$ cat src/source/dispatch_params.svh
/*
 * Sizing macros for the dual-issue vector dispatch stage.
 * Included by the packages and by every RTL module that sizes ports or loops.
 */

`ifndef DISPATCH_PARAMS_SVH
`define DISPATCH_PARAMS_SVH

// Micro-ops taken from the queue per cycle
`define NUM_DP_UOP 2

// Reorder buffer size, entry 0 is the oldest
`define ROB_DEPTH 8
`define ROB_INDEX_WIDTH 3

// Width of one vector register in bits
`define VLEN 32

// 32 architectural vector registers
`define VREG_INDEX_WIDTH 5

// VRF read ports shared by both slots
`define NUM_VRF_RD 4

`endif

$ cat src/source/dispatch_uop_pkg.sv
/*
 * Types for queue micro-ops, ROB entries and the hazard search results.
 * Referenced by scoped name from the dispatch RTL.
 */

`include "dispatch_params.svh"

package dispatch_uop_pkg;

    // Target reservation station
    typedef enum logic [0:0] {
        EXE_ALU = 1'b0,
        EXE_MUL = 1'b1
    } exe_unit_t;

    // One micro-op as presented by the queue
    typedef struct packed {
        exe_unit_t                    exe_unit;
        logic [5:0]                   funct6;
        logic [`VREG_INDEX_WIDTH-1:0] vs1_index;
        logic                         vs1_valid;
        logic [`VREG_INDEX_WIDTH-1:0] vs2_index;
        logic                         vs2_valid;
        logic [`VREG_INDEX_WIDTH-1:0] vd_index;
        logic                         vd_valid;
        logic                         vs3_valid;  // vd is read as well
        logic                         vm;         // 0 selects the v0 mask
        logic [7:0]                   rs1_data;
    } uop_t;

    // One ROB entry as seen by dispatch
    typedef struct packed {
        logic                         valid;
        logic [`VREG_INDEX_WIDTH-1:0] w_index;
        logic                         w_valid;    // result already written back
        logic [`VLEN-1:0]             w_data;
    } rob_entry_t;

    // Search result of one source
    typedef struct packed {
        logic                        hit;
        logic                        pending;
        logic [`ROB_INDEX_WIDTH-1:0] entry;
    } src_fwd_t;

    typedef struct packed {
        src_fwd_t vs1;
        src_fwd_t vs2;
        src_fwd_t vd;
        src_fwd_t v0;
    } uop_src_fwd_t;

    typedef struct packed {
        logic [`VLEN-1:0] vs1;
        logic [`VLEN-1:0] vs2;
        logic [`VLEN-1:0] vd;
        logic [`VLEN-1:0] v0;
    } uop_operand_t;

    // VRF port number per source, element 0 is vs1, 1 is vs2, 2 is vd
    typedef logic [2:0][$clog2(`NUM_VRF_RD)-1:0] port_sel_t;

endpackage

$ cat src/source/dispatch_rs_pkg.sv
/*
 * Payload types leaving the dispatch stage.
 * The ALU and MUL reservation stations share one payload layout.
 */

`include "dispatch_params.svh"

package dispatch_rs_pkg;

    // Reservation station entry
    typedef struct packed {
        logic [`ROB_INDEX_WIDTH-1:0] rob_entry;
        logic [5:0]                  funct6;
        logic                        vm;
        logic [`VLEN-1:0]            vs1_data;
        logic [`VLEN-1:0]            vs2_data;
        logic [`VLEN-1:0]            vd_data;
        logic [`VLEN-1:0]            v0_data;
        logic                        vs1_valid;
        logic                        vs2_valid;
        logic                        vs3_valid;
        logic [7:0]                  rs1_data;
    } rs_payload_t;

    // Allocation request to the ROB
    typedef struct packed {
        logic [`VREG_INDEX_WIDTH-1:0] w_index;
        logic                         w_valid;
    } rob_push_t;

endpackage

$ cat src/source/dispatch_raw_check.sv
/*
 * RAW check for one dispatch slot.
 * Searches the ROB for the youngest writer of each used source and, for
 * slot 1, also checks against the destination of the older micro-op.
 */

`include "dispatch_params.svh"

module dispatch_raw_check #(
    parameter int SLOT = 0
) (
    input  dispatch_uop_pkg::uop_t                          uop,
    input  dispatch_uop_pkg::rob_entry_t [`ROB_DEPTH-1:0]   rob_entries,
    input  dispatch_uop_pkg::uop_t                          older_uop,
    input  logic                                            older_valid,
    output dispatch_uop_pkg::uop_src_fwd_t                  src_fwd,
    output logic                                            pending
);

    localparam int IDX_W = `ROB_INDEX_WIDTH;

    logic pair_hazard;

    // Later entries overwrite earlier ones, so the youngest match decides
    function automatic dispatch_uop_pkg::src_fwd_t rob_search(
        input logic                                          used,
        input logic [`VREG_INDEX_WIDTH-1:0]                  index,
        input dispatch_uop_pkg::rob_entry_t [`ROB_DEPTH-1:0] entries
    );
        dispatch_uop_pkg::src_fwd_t result;
        result = '0;
        for (int e = 0; e < `ROB_DEPTH; e++) begin
            if (used && entries[e].valid && entries[e].w_index == index) begin
                result.hit     = entries[e].w_valid;
                result.pending = !entries[e].w_valid;
                result.entry   = IDX_W'(e);
            end
        end
        return result;
    endfunction

    assign src_fwd.vs1 = rob_search(uop.vs1_valid, uop.vs1_index, rob_entries);
    assign src_fwd.vs2 = rob_search(uop.vs2_valid, uop.vs2_index, rob_entries);
    assign src_fwd.vd  = rob_search(uop.vs3_valid, uop.vd_index, rob_entries);
    // Mask always lives in v0
    assign src_fwd.v0  = rob_search(!uop.vm, '0, rob_entries);

    if (SLOT == 0) begin : gen_oldest
        assign pair_hazard = 1'b0;
    end else begin : gen_younger
        assign pair_hazard = older_valid && older_uop.vd_valid &&
            ((uop.vs1_valid && uop.vs1_index == older_uop.vd_index) ||
             (uop.vs2_valid && uop.vs2_index == older_uop.vd_index) ||
             (uop.vs3_valid && uop.vd_index  == older_uop.vd_index) ||
             (!uop.vm && older_uop.vd_index == '0));
    end

    assign pending = src_fwd.vs1.pending || src_fwd.vs2.pending ||
                     src_fwd.vd.pending  || src_fwd.v0.pending  || pair_hazard;

endmodule

$ cat src/source/dispatch_vrf_port_alloc.sv
/*
 * VRF read port allocation for both slots.
 * Hands out ports in order (slot 0 vs1, vs2, vd, then slot 1) and flags a
 * structural hazard when the sources outnumber the read ports.
 */

`include "dispatch_params.svh"

module dispatch_vrf_port_alloc (
    input  dispatch_uop_pkg::uop_t      [`NUM_DP_UOP-1:0]        uops,
    input  logic                        [`NUM_DP_UOP-1:0]        uop_valid,
    output logic [`NUM_VRF_RD-1:0][`VREG_INDEX_WIDTH-1:0]        vrf_rd_index,
    output dispatch_uop_pkg::port_sel_t [`NUM_DP_UOP-1:0]        port_sel,
    output logic                                                 strct_hazard
);

    localparam int PORT_W = $clog2(`NUM_VRF_RD);
    localparam int CNT_W  = $clog2(3 * `NUM_DP_UOP + 1);

    logic [`NUM_DP_UOP-1:0][2:0]                         src_used;
    logic [`NUM_DP_UOP-1:0][2:0][`VREG_INDEX_WIDTH-1:0]  src_index;
    logic [CNT_W-1:0]                                    src_count;

    // Source list per slot in port order
    for (genvar s = 0; s < `NUM_DP_UOP; s++) begin : gen_src
        assign src_used[s][0]  = uop_valid[s] && uops[s].vs1_valid;
        assign src_used[s][1]  = uop_valid[s] && uops[s].vs2_valid;
        assign src_used[s][2]  = uop_valid[s] && uops[s].vs3_valid;
        assign src_index[s][0] = uops[s].vs1_index;
        assign src_index[s][1] = uops[s].vs2_index;
        assign src_index[s][2] = uops[s].vd_index;
    end

    always_comb begin
        src_count    = '0;
        vrf_rd_index = '0;
        port_sel     = '0;
        for (int s = 0; s < `NUM_DP_UOP; s++) begin
            for (int k = 0; k < 3; k++) begin
                if (src_used[s][k]) begin
                    // Sources past the last port get nothing and block the slot
                    if (src_count < CNT_W'(`NUM_VRF_RD)) begin
                        vrf_rd_index[src_count[PORT_W-1:0]] = src_index[s][k];
                        port_sel[s][k] = src_count[PORT_W-1:0];
                    end
                    src_count = src_count + 1'b1;
                end
            end
        end
    end

    assign strct_hazard = src_count > CNT_W'(`NUM_VRF_RD);

endmodule

$ cat src/source/dispatch_operand_select.sv
/*
 * Operand gathering for one slot.
 * A source that hit a finished ROB entry takes its result data, every other
 * source reads its assigned VRF port, and the mask reads v0_data.
 */

`include "dispatch_params.svh"

module dispatch_operand_select (
    input  dispatch_uop_pkg::uop_src_fwd_t                  src_fwd,
    input  dispatch_uop_pkg::rob_entry_t [`ROB_DEPTH-1:0]   rob_entries,
    input  logic [`NUM_VRF_RD-1:0][`VLEN-1:0]               vrf_rd_data,
    input  logic [`VLEN-1:0]                                v0_data,
    input  dispatch_uop_pkg::port_sel_t                     port_sel,
    output dispatch_uop_pkg::uop_operand_t                  operand
);

    logic [`VLEN-1:0] vs1_vrf;
    logic [`VLEN-1:0] vs2_vrf;
    logic [`VLEN-1:0] vd_vrf;

    function automatic logic [`VLEN-1:0] pick(
        input dispatch_uop_pkg::src_fwd_t                    fwd,
        input dispatch_uop_pkg::rob_entry_t [`ROB_DEPTH-1:0] entries,
        input logic [`VLEN-1:0]                              fallback
    );
        logic [`VLEN-1:0] data;
        data = fwd.hit ? entries[fwd.entry].w_data : fallback;
        return data;
    endfunction

    // Port data for each vector source
    assign vs1_vrf = vrf_rd_data[port_sel[0]];
    assign vs2_vrf = vrf_rd_data[port_sel[1]];
    assign vd_vrf  = vrf_rd_data[port_sel[2]];

    assign operand.vs1 = pick(src_fwd.vs1, rob_entries, vs1_vrf);
    assign operand.vs2 = pick(src_fwd.vs2, rob_entries, vs2_vrf);
    assign operand.vd  = pick(src_fwd.vd, rob_entries, vd_vrf);
    assign operand.v0  = pick(src_fwd.v0, rob_entries, v0_data);

endmodule

$ cat src/source/dispatch_issue_ctrl.sv
/*
 * In-order issue control for the dispatch slots.
 * Combines hazards with the station and ROB readies and drives all valids
 * and readies. Nothing issues until the cycle after reset is released.
 */

`include "dispatch_params.svh"

module dispatch_issue_ctrl (
    input  logic                                         clk,
    input  logic                                         reset,
    input  logic                     [`NUM_DP_UOP-1:0]   uop_valid,
    input  dispatch_uop_pkg::exe_unit_t [`NUM_DP_UOP-1:0] exe_unit,
    input  logic                     [`NUM_DP_UOP-1:0]   pending,
    input  logic                                         strct_hazard,
    input  logic                     [`NUM_DP_UOP-1:0]   alu_ready,
    input  logic                     [`NUM_DP_UOP-1:0]   mul_ready,
    input  logic                     [`NUM_DP_UOP-1:0]   rob_push_ready,
    output logic                     [`NUM_DP_UOP-1:0]   uop_ready,
    output logic                     [`NUM_DP_UOP-1:0]   alu_valid,
    output logic                     [`NUM_DP_UOP-1:0]   mul_valid,
    output logic                     [`NUM_DP_UOP-1:0]   rob_push_valid
);

    logic                   issue_enable;
    logic [`NUM_DP_UOP-1:0] unit_ready;
    logic [`NUM_DP_UOP-1:0] can_issue;
    logic [`NUM_DP_UOP-1:0] issue;

    always_ff @(posedge clk) begin
        if (reset) begin
            issue_enable <= 1'b0;
        end else begin
            issue_enable <= 1'b1;
        end
    end

    // Slot-local conditions
    for (genvar s = 0; s < `NUM_DP_UOP; s++) begin : gen_slot
        assign unit_ready[s] = (exe_unit[s] == dispatch_uop_pkg::EXE_ALU) ?
                               alu_ready[s] : mul_ready[s];
        assign can_issue[s]  = issue_enable && uop_valid[s] && !pending[s] &&
                               unit_ready[s] && rob_push_ready[s];
    end

    // A younger slot only goes when every older one goes
    always_comb begin
        issue[0] = can_issue[0];
        for (int s = 1; s < `NUM_DP_UOP; s++) begin
            issue[s] = can_issue[s] && issue[s-1] && !strct_hazard;
        end
    end

    for (genvar s = 0; s < `NUM_DP_UOP; s++) begin : gen_out
        assign alu_valid[s] = issue[s] && (exe_unit[s] == dispatch_uop_pkg::EXE_ALU);
        assign mul_valid[s] = issue[s] && (exe_unit[s] == dispatch_uop_pkg::EXE_MUL);
    end

    assign uop_ready      = issue;
    assign rob_push_valid = issue;

endmodule

$ cat src/source/dispatch_top.sv
/*
 * Dual-issue dispatch stage for the vector back end.
 * Takes up to two in-order micro-ops per cycle, resolves RAW and VRF port
 * hazards, gathers operands and issues to the ALU or MUL station and the ROB.
 */

`include "dispatch_params.svh"

module dispatch_top (
    input  logic                                             clk,
    input  logic                                             reset,
    // Micro-op queue
    input  logic                        [`NUM_DP_UOP-1:0]    uop_valid,
    input  dispatch_uop_pkg::uop_t      [`NUM_DP_UOP-1:0]    uop,
    output logic                        [`NUM_DP_UOP-1:0]    uop_ready,
    // ALU reservation station
    output logic                        [`NUM_DP_UOP-1:0]    alu_valid,
    output dispatch_rs_pkg::rs_payload_t [`NUM_DP_UOP-1:0]   alu_rs,
    input  logic                        [`NUM_DP_UOP-1:0]    alu_ready,
    // MUL reservation station
    output logic                        [`NUM_DP_UOP-1:0]    mul_valid,
    output dispatch_rs_pkg::rs_payload_t [`NUM_DP_UOP-1:0]   mul_rs,
    input  logic                        [`NUM_DP_UOP-1:0]    mul_ready,
    // ROB push
    output logic                        [`NUM_DP_UOP-1:0]    rob_push_valid,
    output dispatch_rs_pkg::rob_push_t  [`NUM_DP_UOP-1:0]    rob_push,
    input  logic                        [`NUM_DP_UOP-1:0]    rob_push_ready,
    input  logic                        [`ROB_INDEX_WIDTH-1:0] rob_tail_index,
    input  dispatch_uop_pkg::rob_entry_t [`ROB_DEPTH-1:0]    rob_entries,
    // VRF reads, data returns in the same cycle
    output logic [`NUM_VRF_RD-1:0][`VREG_INDEX_WIDTH-1:0]    vrf_rd_index,
    input  logic [`NUM_VRF_RD-1:0][`VLEN-1:0]                vrf_rd_data,
    input  logic [`VLEN-1:0]                                 v0_data
);

    localparam int TAG_W = `ROB_INDEX_WIDTH;

    dispatch_uop_pkg::uop_src_fwd_t [`NUM_DP_UOP-1:0] src_fwd;
    dispatch_uop_pkg::port_sel_t    [`NUM_DP_UOP-1:0] port_sel;
    dispatch_uop_pkg::uop_operand_t [`NUM_DP_UOP-1:0] operand;
    dispatch_uop_pkg::exe_unit_t    [`NUM_DP_UOP-1:0] exe_unit;
    dispatch_rs_pkg::rs_payload_t   [`NUM_DP_UOP-1:0] payload;
    logic                           [`NUM_DP_UOP-1:0] pending;
    logic                                             strct_hazard;

    // Hazard search and operand gathering per slot
    for (genvar i = 0; i < `NUM_DP_UOP; i++) begin : u_raw_check
        dispatch_raw_check #(
            .SLOT (i)
        ) i_raw_check (
            .uop         (uop[i]),
            .rob_entries (rob_entries),
            .older_uop   (uop[(i > 0) ? i - 1 : 0]),
            .older_valid (uop_valid[(i > 0) ? i - 1 : 0]),
            .src_fwd     (src_fwd[i]),
            .pending     (pending[i])
        );

        dispatch_operand_select i_operand_select (
            .src_fwd     (src_fwd[i]),
            .rob_entries (rob_entries),
            .vrf_rd_data (vrf_rd_data),
            .v0_data     (v0_data),
            .port_sel    (port_sel[i]),
            .operand     (operand[i])
        );
    end

    dispatch_vrf_port_alloc i_vrf_port_alloc (
        .uops         (uop),
        .uop_valid    (uop_valid),
        .vrf_rd_index (vrf_rd_index),
        .port_sel     (port_sel),
        .strct_hazard (strct_hazard)
    );

    dispatch_issue_ctrl i_issue_ctrl (
        .clk            (clk),
        .reset          (reset),
        .uop_valid      (uop_valid),
        .exe_unit       (exe_unit),
        .pending        (pending),
        .strct_hazard   (strct_hazard),
        .alu_ready      (alu_ready),
        .mul_ready      (mul_ready),
        .rob_push_ready (rob_push_ready),
        .uop_ready      (uop_ready),
        .alu_valid      (alu_valid),
        .mul_valid      (mul_valid),
        .rob_push_valid (rob_push_valid)
    );

    // Payload assembly, both stations see the same fields
    for (genvar i = 0; i < `NUM_DP_UOP; i++) begin : gen_payload
        assign exe_unit[i]           = uop[i].exe_unit;
        assign payload[i].rob_entry  = rob_tail_index + TAG_W'(i);
        assign payload[i].funct6     = uop[i].funct6;
        assign payload[i].vm         = uop[i].vm;
        assign payload[i].vs1_data   = operand[i].vs1;
        assign payload[i].vs2_data   = operand[i].vs2;
        assign payload[i].vd_data    = operand[i].vd;
        assign payload[i].v0_data    = operand[i].v0;
        assign payload[i].vs1_valid  = uop[i].vs1_valid;
        assign payload[i].vs2_valid  = uop[i].vs2_valid;
        assign payload[i].vs3_valid  = uop[i].vs3_valid;
        assign payload[i].rs1_data   = uop[i].rs1_data;
        assign alu_rs[i]             = payload[i];
        assign mul_rs[i]             = payload[i];
        assign rob_push[i].w_index   = uop[i].vd_index;
        assign rob_push[i].w_valid   = uop[i].vd_valid;
    end

endmodule

$ cat config.mk
export PLATFORM = sky130hd
export DESIGN_NAME = dispatch_top
export DESIGN_NICKNAME = d
export VERILOG_FILES = /design/src/source/dispatch_uop_pkg.sv /design/src/source/dispatch_rs_pkg.sv /design/src/source/dispatch_raw_check.sv /design/src/source/dispatch_vrf_port_alloc.sv /design/src/source/dispatch_operand_select.sv /design/src/source/dispatch_issue_ctrl.sv /design/src/source/dispatch_top.sv
export VERILOG_INCLUDE_DIRS = /design/src /design/src/source
export SDC_FILE = /design/constraint.sdc
export NUM_CORES = 2
export LEC_CHECK = 0
export BUFFER_PORTS_ARGS = -buffer_cell sky130_fd_sc_hd__buf_4
export CORE_AREA = 2 2 468 470
export CTS_CLUSTER_SIZE = 40
export DETAILED_ROUTE_END_ITERATION = 6
export DIE_AREA = 0 0 470 472
export PLACE_DENSITY_LB_ADDON = 0.3
export REMOVE_ABC_BUFFERS = 1
export SYNTH_ARGS = -nofsm -noshare
export SYNTH_HDL_FRONTEND = slang
export SYNTH_HIERARCHICAL = 1
export SYNTH_SLANG_ARGS = --single-unit
$ cat constraint.sdc
create_clock -name clk -period 7.53 [get_ports clk]
set_input_delay 0.753 -clock clk [delete_from_list [all_inputs] [get_ports clk]]
set_output_delay 0.753 -clock clk [all_outputs]
set_load 0.1 [all_outputs]
==> results.json <==
{
  "finalWirelength_um": 302000,
  "synth-seq-cells": 1,
  "largest_register": "i_issue_ctrl/issue_enable",
  "synth_area_per_cell_sq_um": 8.75,
  "place_hpwl_um": 224000,
  "grt_pass1_wl_um": 388000,
  "pin_count": 1191,
  "top_regs": "i_issue_ctrl/issue_enable x1",
  "drc_errors": 0,
  "holdCritStartpoint": "reset",
  "power_w": 0.00594,
  "io_buffers": 1104,
  "critPathMaxFanout": 22,
  "whs_path_depth": 2,
  "grt_overflow": 0,
  "synthArstFlopShare_pct": 0,
  "synthSimpleGateAreaFrac_pct": 18.8,
  "synth_compound_area_share_pct": 22.3,
  "synth-edff-count": 0,
  "fin_crit_sh_pct": 89.5,
  "start_util_pct": 17.0,
  "rsz0062_at_grt": "false",
  "route.met3.wl_um": 30700,
  "power_density_mw_per_mm2": 134,
  "die_width_um": 470,
  "synth_ff_type": "dfxtp_1",
  "drive_gt1_share_pct": 39.9,
  "outcome": "finished, final reports clean",
  "viasPerCell": 5.57,
  "maxUsedRoutingLayer": "met5",
  "wl_met1_um": 120000,
  "worstPathArrival_ps": 5980,
  "cp_data_required_time_ps": 6780,
  "ir_drop_mv": 0.166,
  "crit_slowest_cell": "a2bb2oi_1",
  "seq_area_frac_synth_pct": 0.0544,
  "grt.total_usage_pct": 25.6,
  "slew_violations": 0,
  "path_buf_inv": 4,
  "clk_pin_slew_worst_paths_ps": 0,
  "place_worst_setup_slack_ps": 843,
  "min_to": "i_issue_ctrl/issue_enable",
  "grt_start_max_net_pins": 97,
  "antenna_found_initial": 115,
  "setup.worst_path.end_class": "output pin",
  "pwr-share-seq_pct": 0.1,
  "netlist_instances": 4204,
  "criticalPathCategory": "input pin to output pin",
  "p_sw_w": 0.00450,
  "ctsResizeCount": 0,
  "nets": 5210,
  "pwr-share-clk_pct": 0,
  "first_pass_iters": 6,
  "synth_top_family_by_area": "multiplexers",
  "route.met2.wl_um": 135000,
  "slowest_delay_ps": 530,
  "cts_hold_buf": 0,
  "p_int_w": 0.00143,
  "largest_reg_flops": 1,
  "ys_warn_count": 6,
  "hold_class": "input pin to register",
  "grt_pass1_vias": 39137,
  "period_needed_ps": 6740,
  "syn2layout_area_growth_pct": 20.3,
  "slew_headroom_pct": 27.1,
  "die-area_sq_mm": 0.222,
  "core_sq_mm": 0.217,
  "max-cap-violations": 0,
  "muxShareOfSynthArea_pct": 34.9,
  "switching_share_pct": 75.8,
  "vias": 41980,
  "yosysUniqueCellTypes": 97,
  "clock.fmax_mhz": 148,
  "leakage_nw": 15.5,
  "die_h_um": 472,
  "startpoint_type": "input pin",
  "detail-route-antenna-nets": 0,
  "synth_adder_area_share_pct": 0.374,
  "tightest_slew_ps": 1090,
  "finalSetupViolations": 0,
  "pwr-share-comb_pct": 99.9,
  "synth_xor_area_share_pct": 6.33,
  "syn_area_sq_mm": 0.0368,
  "drtIter0Drc": 5568,
  "crit_family": "simple AND/OR/NAND/NOR gates",
  "layout_setup_ws_ps": 794,
  "routabilityCongestion": 0.901,
  "path_cells": "buf_4, nand2_1, ha_1, and4bb_2, a211oi_1, a2bb2oi_1, inv_1, ha_1, nand3_1, xor3_4, nand2_1, nor2_4, buf_12, mux4_2, nor2b_1, a41o_1, buf_4",
  "rows": 171,
  "postCtsSetupBuffers": 0,
  "final-hold-violation-count": 0,
  "wire_per_inst_um": 40.1
}
==> placed cells by master (no fill, tap or decap), drive strengths merged, types with 11 or more instances in the layout <==
| master | synthesis | routed |
|---|---|---|
| a211o | 193 | 193 |
| inv | 31 | 31 |
| a21oi | 22 | 22 |
| and2b | 121 | 121 |
| a31oi | 16 | 16 |
| diode | 0 | 36 |
| and2 | 19 | 19 |
| o21ai | 36 | 36 |
| nor2 | 67 | 67 |
| o31ai | 14 | 14 |
| nand2 | 132 | 132 |
| buf | 630 | 1221 |
| a41o | 256 | 256 |
| a22oi | 268 | 268 |
| nor4 | 49 | 49 |
| mux2i | 842 | 842 |
| ha | 11 | 11 |
| nand3 | 303 | 303 |
| nor3 | 36 | 36 |
| xor2 | 128 | 128 |
| o211ai | 22 | 22 |
| mux4 | 192 | 192 |
| nor2b | 344 | 344 |
| and3 | 15 | 15 |
| xnor2 | 132 | 132 |
| nand4 | 50 | 50 |
| nand2b | 12 | 12 |
==> power groups by stage <==
stage	registers (W)	clock network (W)	logic (W)
detailed placement	0.00000590	0	0.00586
floorplan	0.00000585	0	0.00394
finish	0.00000589	0.000000000509	0.00593
global placement	0.00000591	0	0.00583
global route	0.00000592	0.000000000306	0.00604
CTS	0.00000590	0	0.00587
==> worst max-delay path by stage <==
stage                     slack, ps     endpoint  cells after the start        startpoint
after global routing            520  alu_rs[216]                     17           uop[16]
after CTS                       850  mul_rs[197]                     17           uop[16]
after global placement          850  alu_rs[197]                     17           uop[16]
final                           790  mul_rs[197]                     17           uop[16]
after floorplan               -5450  alu_rs[256]                      7  rob_entries[310]
after detailed placement        840  mul_rs[197]                     17           uop[16]
==> cell usage after synthesis (4+ instances only) <==
cell | instances | area share (%)
mux2_2 | 7 | 0.21
o211ai_1 | 22 | 0.45
clkbuf_4 | 16 | 0.33
a21boi_0 | 8 | 0.16
nand2_1 | 132 | 1.3
o21ai_0 | 36 | 0.49
a41o_1 | 256 | 7.0
a31oi_1 | 14 | 0.24
nor3_1 | 35 | 0.48
buf_12 | 18 | 0.98
and2b_2 | 110 | 2.6
dlymetal6s2s_1 | 20 | 0.68
nand2b_4 | 6 | 0.22
nor4_1 | 48 | 0.82
xnor2_1 | 132 | 3.1
clkbuf_1 | 52 | 0.53
nor2b_1 | 344 | 5.9
and2_1 | 13 | 0.22
clkbuf_8 | 67 | 2.5
buf_4 | 402 | 8.2
a221oi_1 | 10 | 0.24
and2_2 | 5 | 0.10
a22oi_1 | 152 | 3.1
or3_1 | 5 | 0.085
a22oi_2 | 116 | 3.9
buf_2 | 163 | 2.2
or4_1 | 4 | 0.082
inv_1 | 31 | 0.32
o31ai_1 | 14 | 0.29
buf_6 | 45 | 1.4
a22o_1 | 7 | 0.17
ha_1 | 11 | 0.37
nand4_1 | 50 | 0.85
o21a_1 | 5 | 0.10
nor2_1 | 66 | 0.67
a211o_2 | 112 | 3.0
mux2i_1 | 842 | 23
xor2_1 | 128 | 3.0
nand3_1 | 301 | 4.1
mux4_2 | 192 | 12
and2b_1 | 11 | 0.22
nand2b_1 | 6 | 0.10
a211o_1 | 81 | 1.9
and3_1 | 15 | 0.26
a21oi_1 | 19 | 0.26
==> cell families (layout without fill, tap and decap cells) <==
family / after synthesis / after routing
xor gates and xnor gates: 262 / 262
adders and majority gates: 11 / 11
other: 1 / 39
muxes: 1042 / 1042
and+or+nand+nor: 1182 / 1182
AOI/OAI and AO/OA: 889 / 889
DFF: 1 / 1
buffers and inverters: 816 / 1252
==> metal layers <==
metal	up-vias	GRT usage, %
li1	16796	-
met1	21106	31.9
met2	3257	41.0
met3	739	7.19
met4	82	10.9
met5	-	0.260
==> cell type report <==
class / count / area (sq um)
Fill cell: 24097 / 172000
Multi-Input combinational cell: 3389 / 30900
Timing Repair Buffer: 1221 / 9530
Tap cell: 2854 / 3570
Inverter: 31 / 134
Antenna cell: 36 / 90.1
Sequential cell: 1 / 20.0
==> per-stage QoR <==
stage                     TNS [ps]  utilization (%)  cells  hold WS, ps  area (sq um)
after floorplan           -1046330                -   3421          810         30600
after CTS                        0             20.4   7496          949         44200
after global routing             0             20.4   7513          953         44200
after detailed placement         0             20.4   7496          949         44200
after global placement           0             20.4   7496          944         44200
final                            0             20.4   7532          947         44200
(Power assumes the default switching activity.)
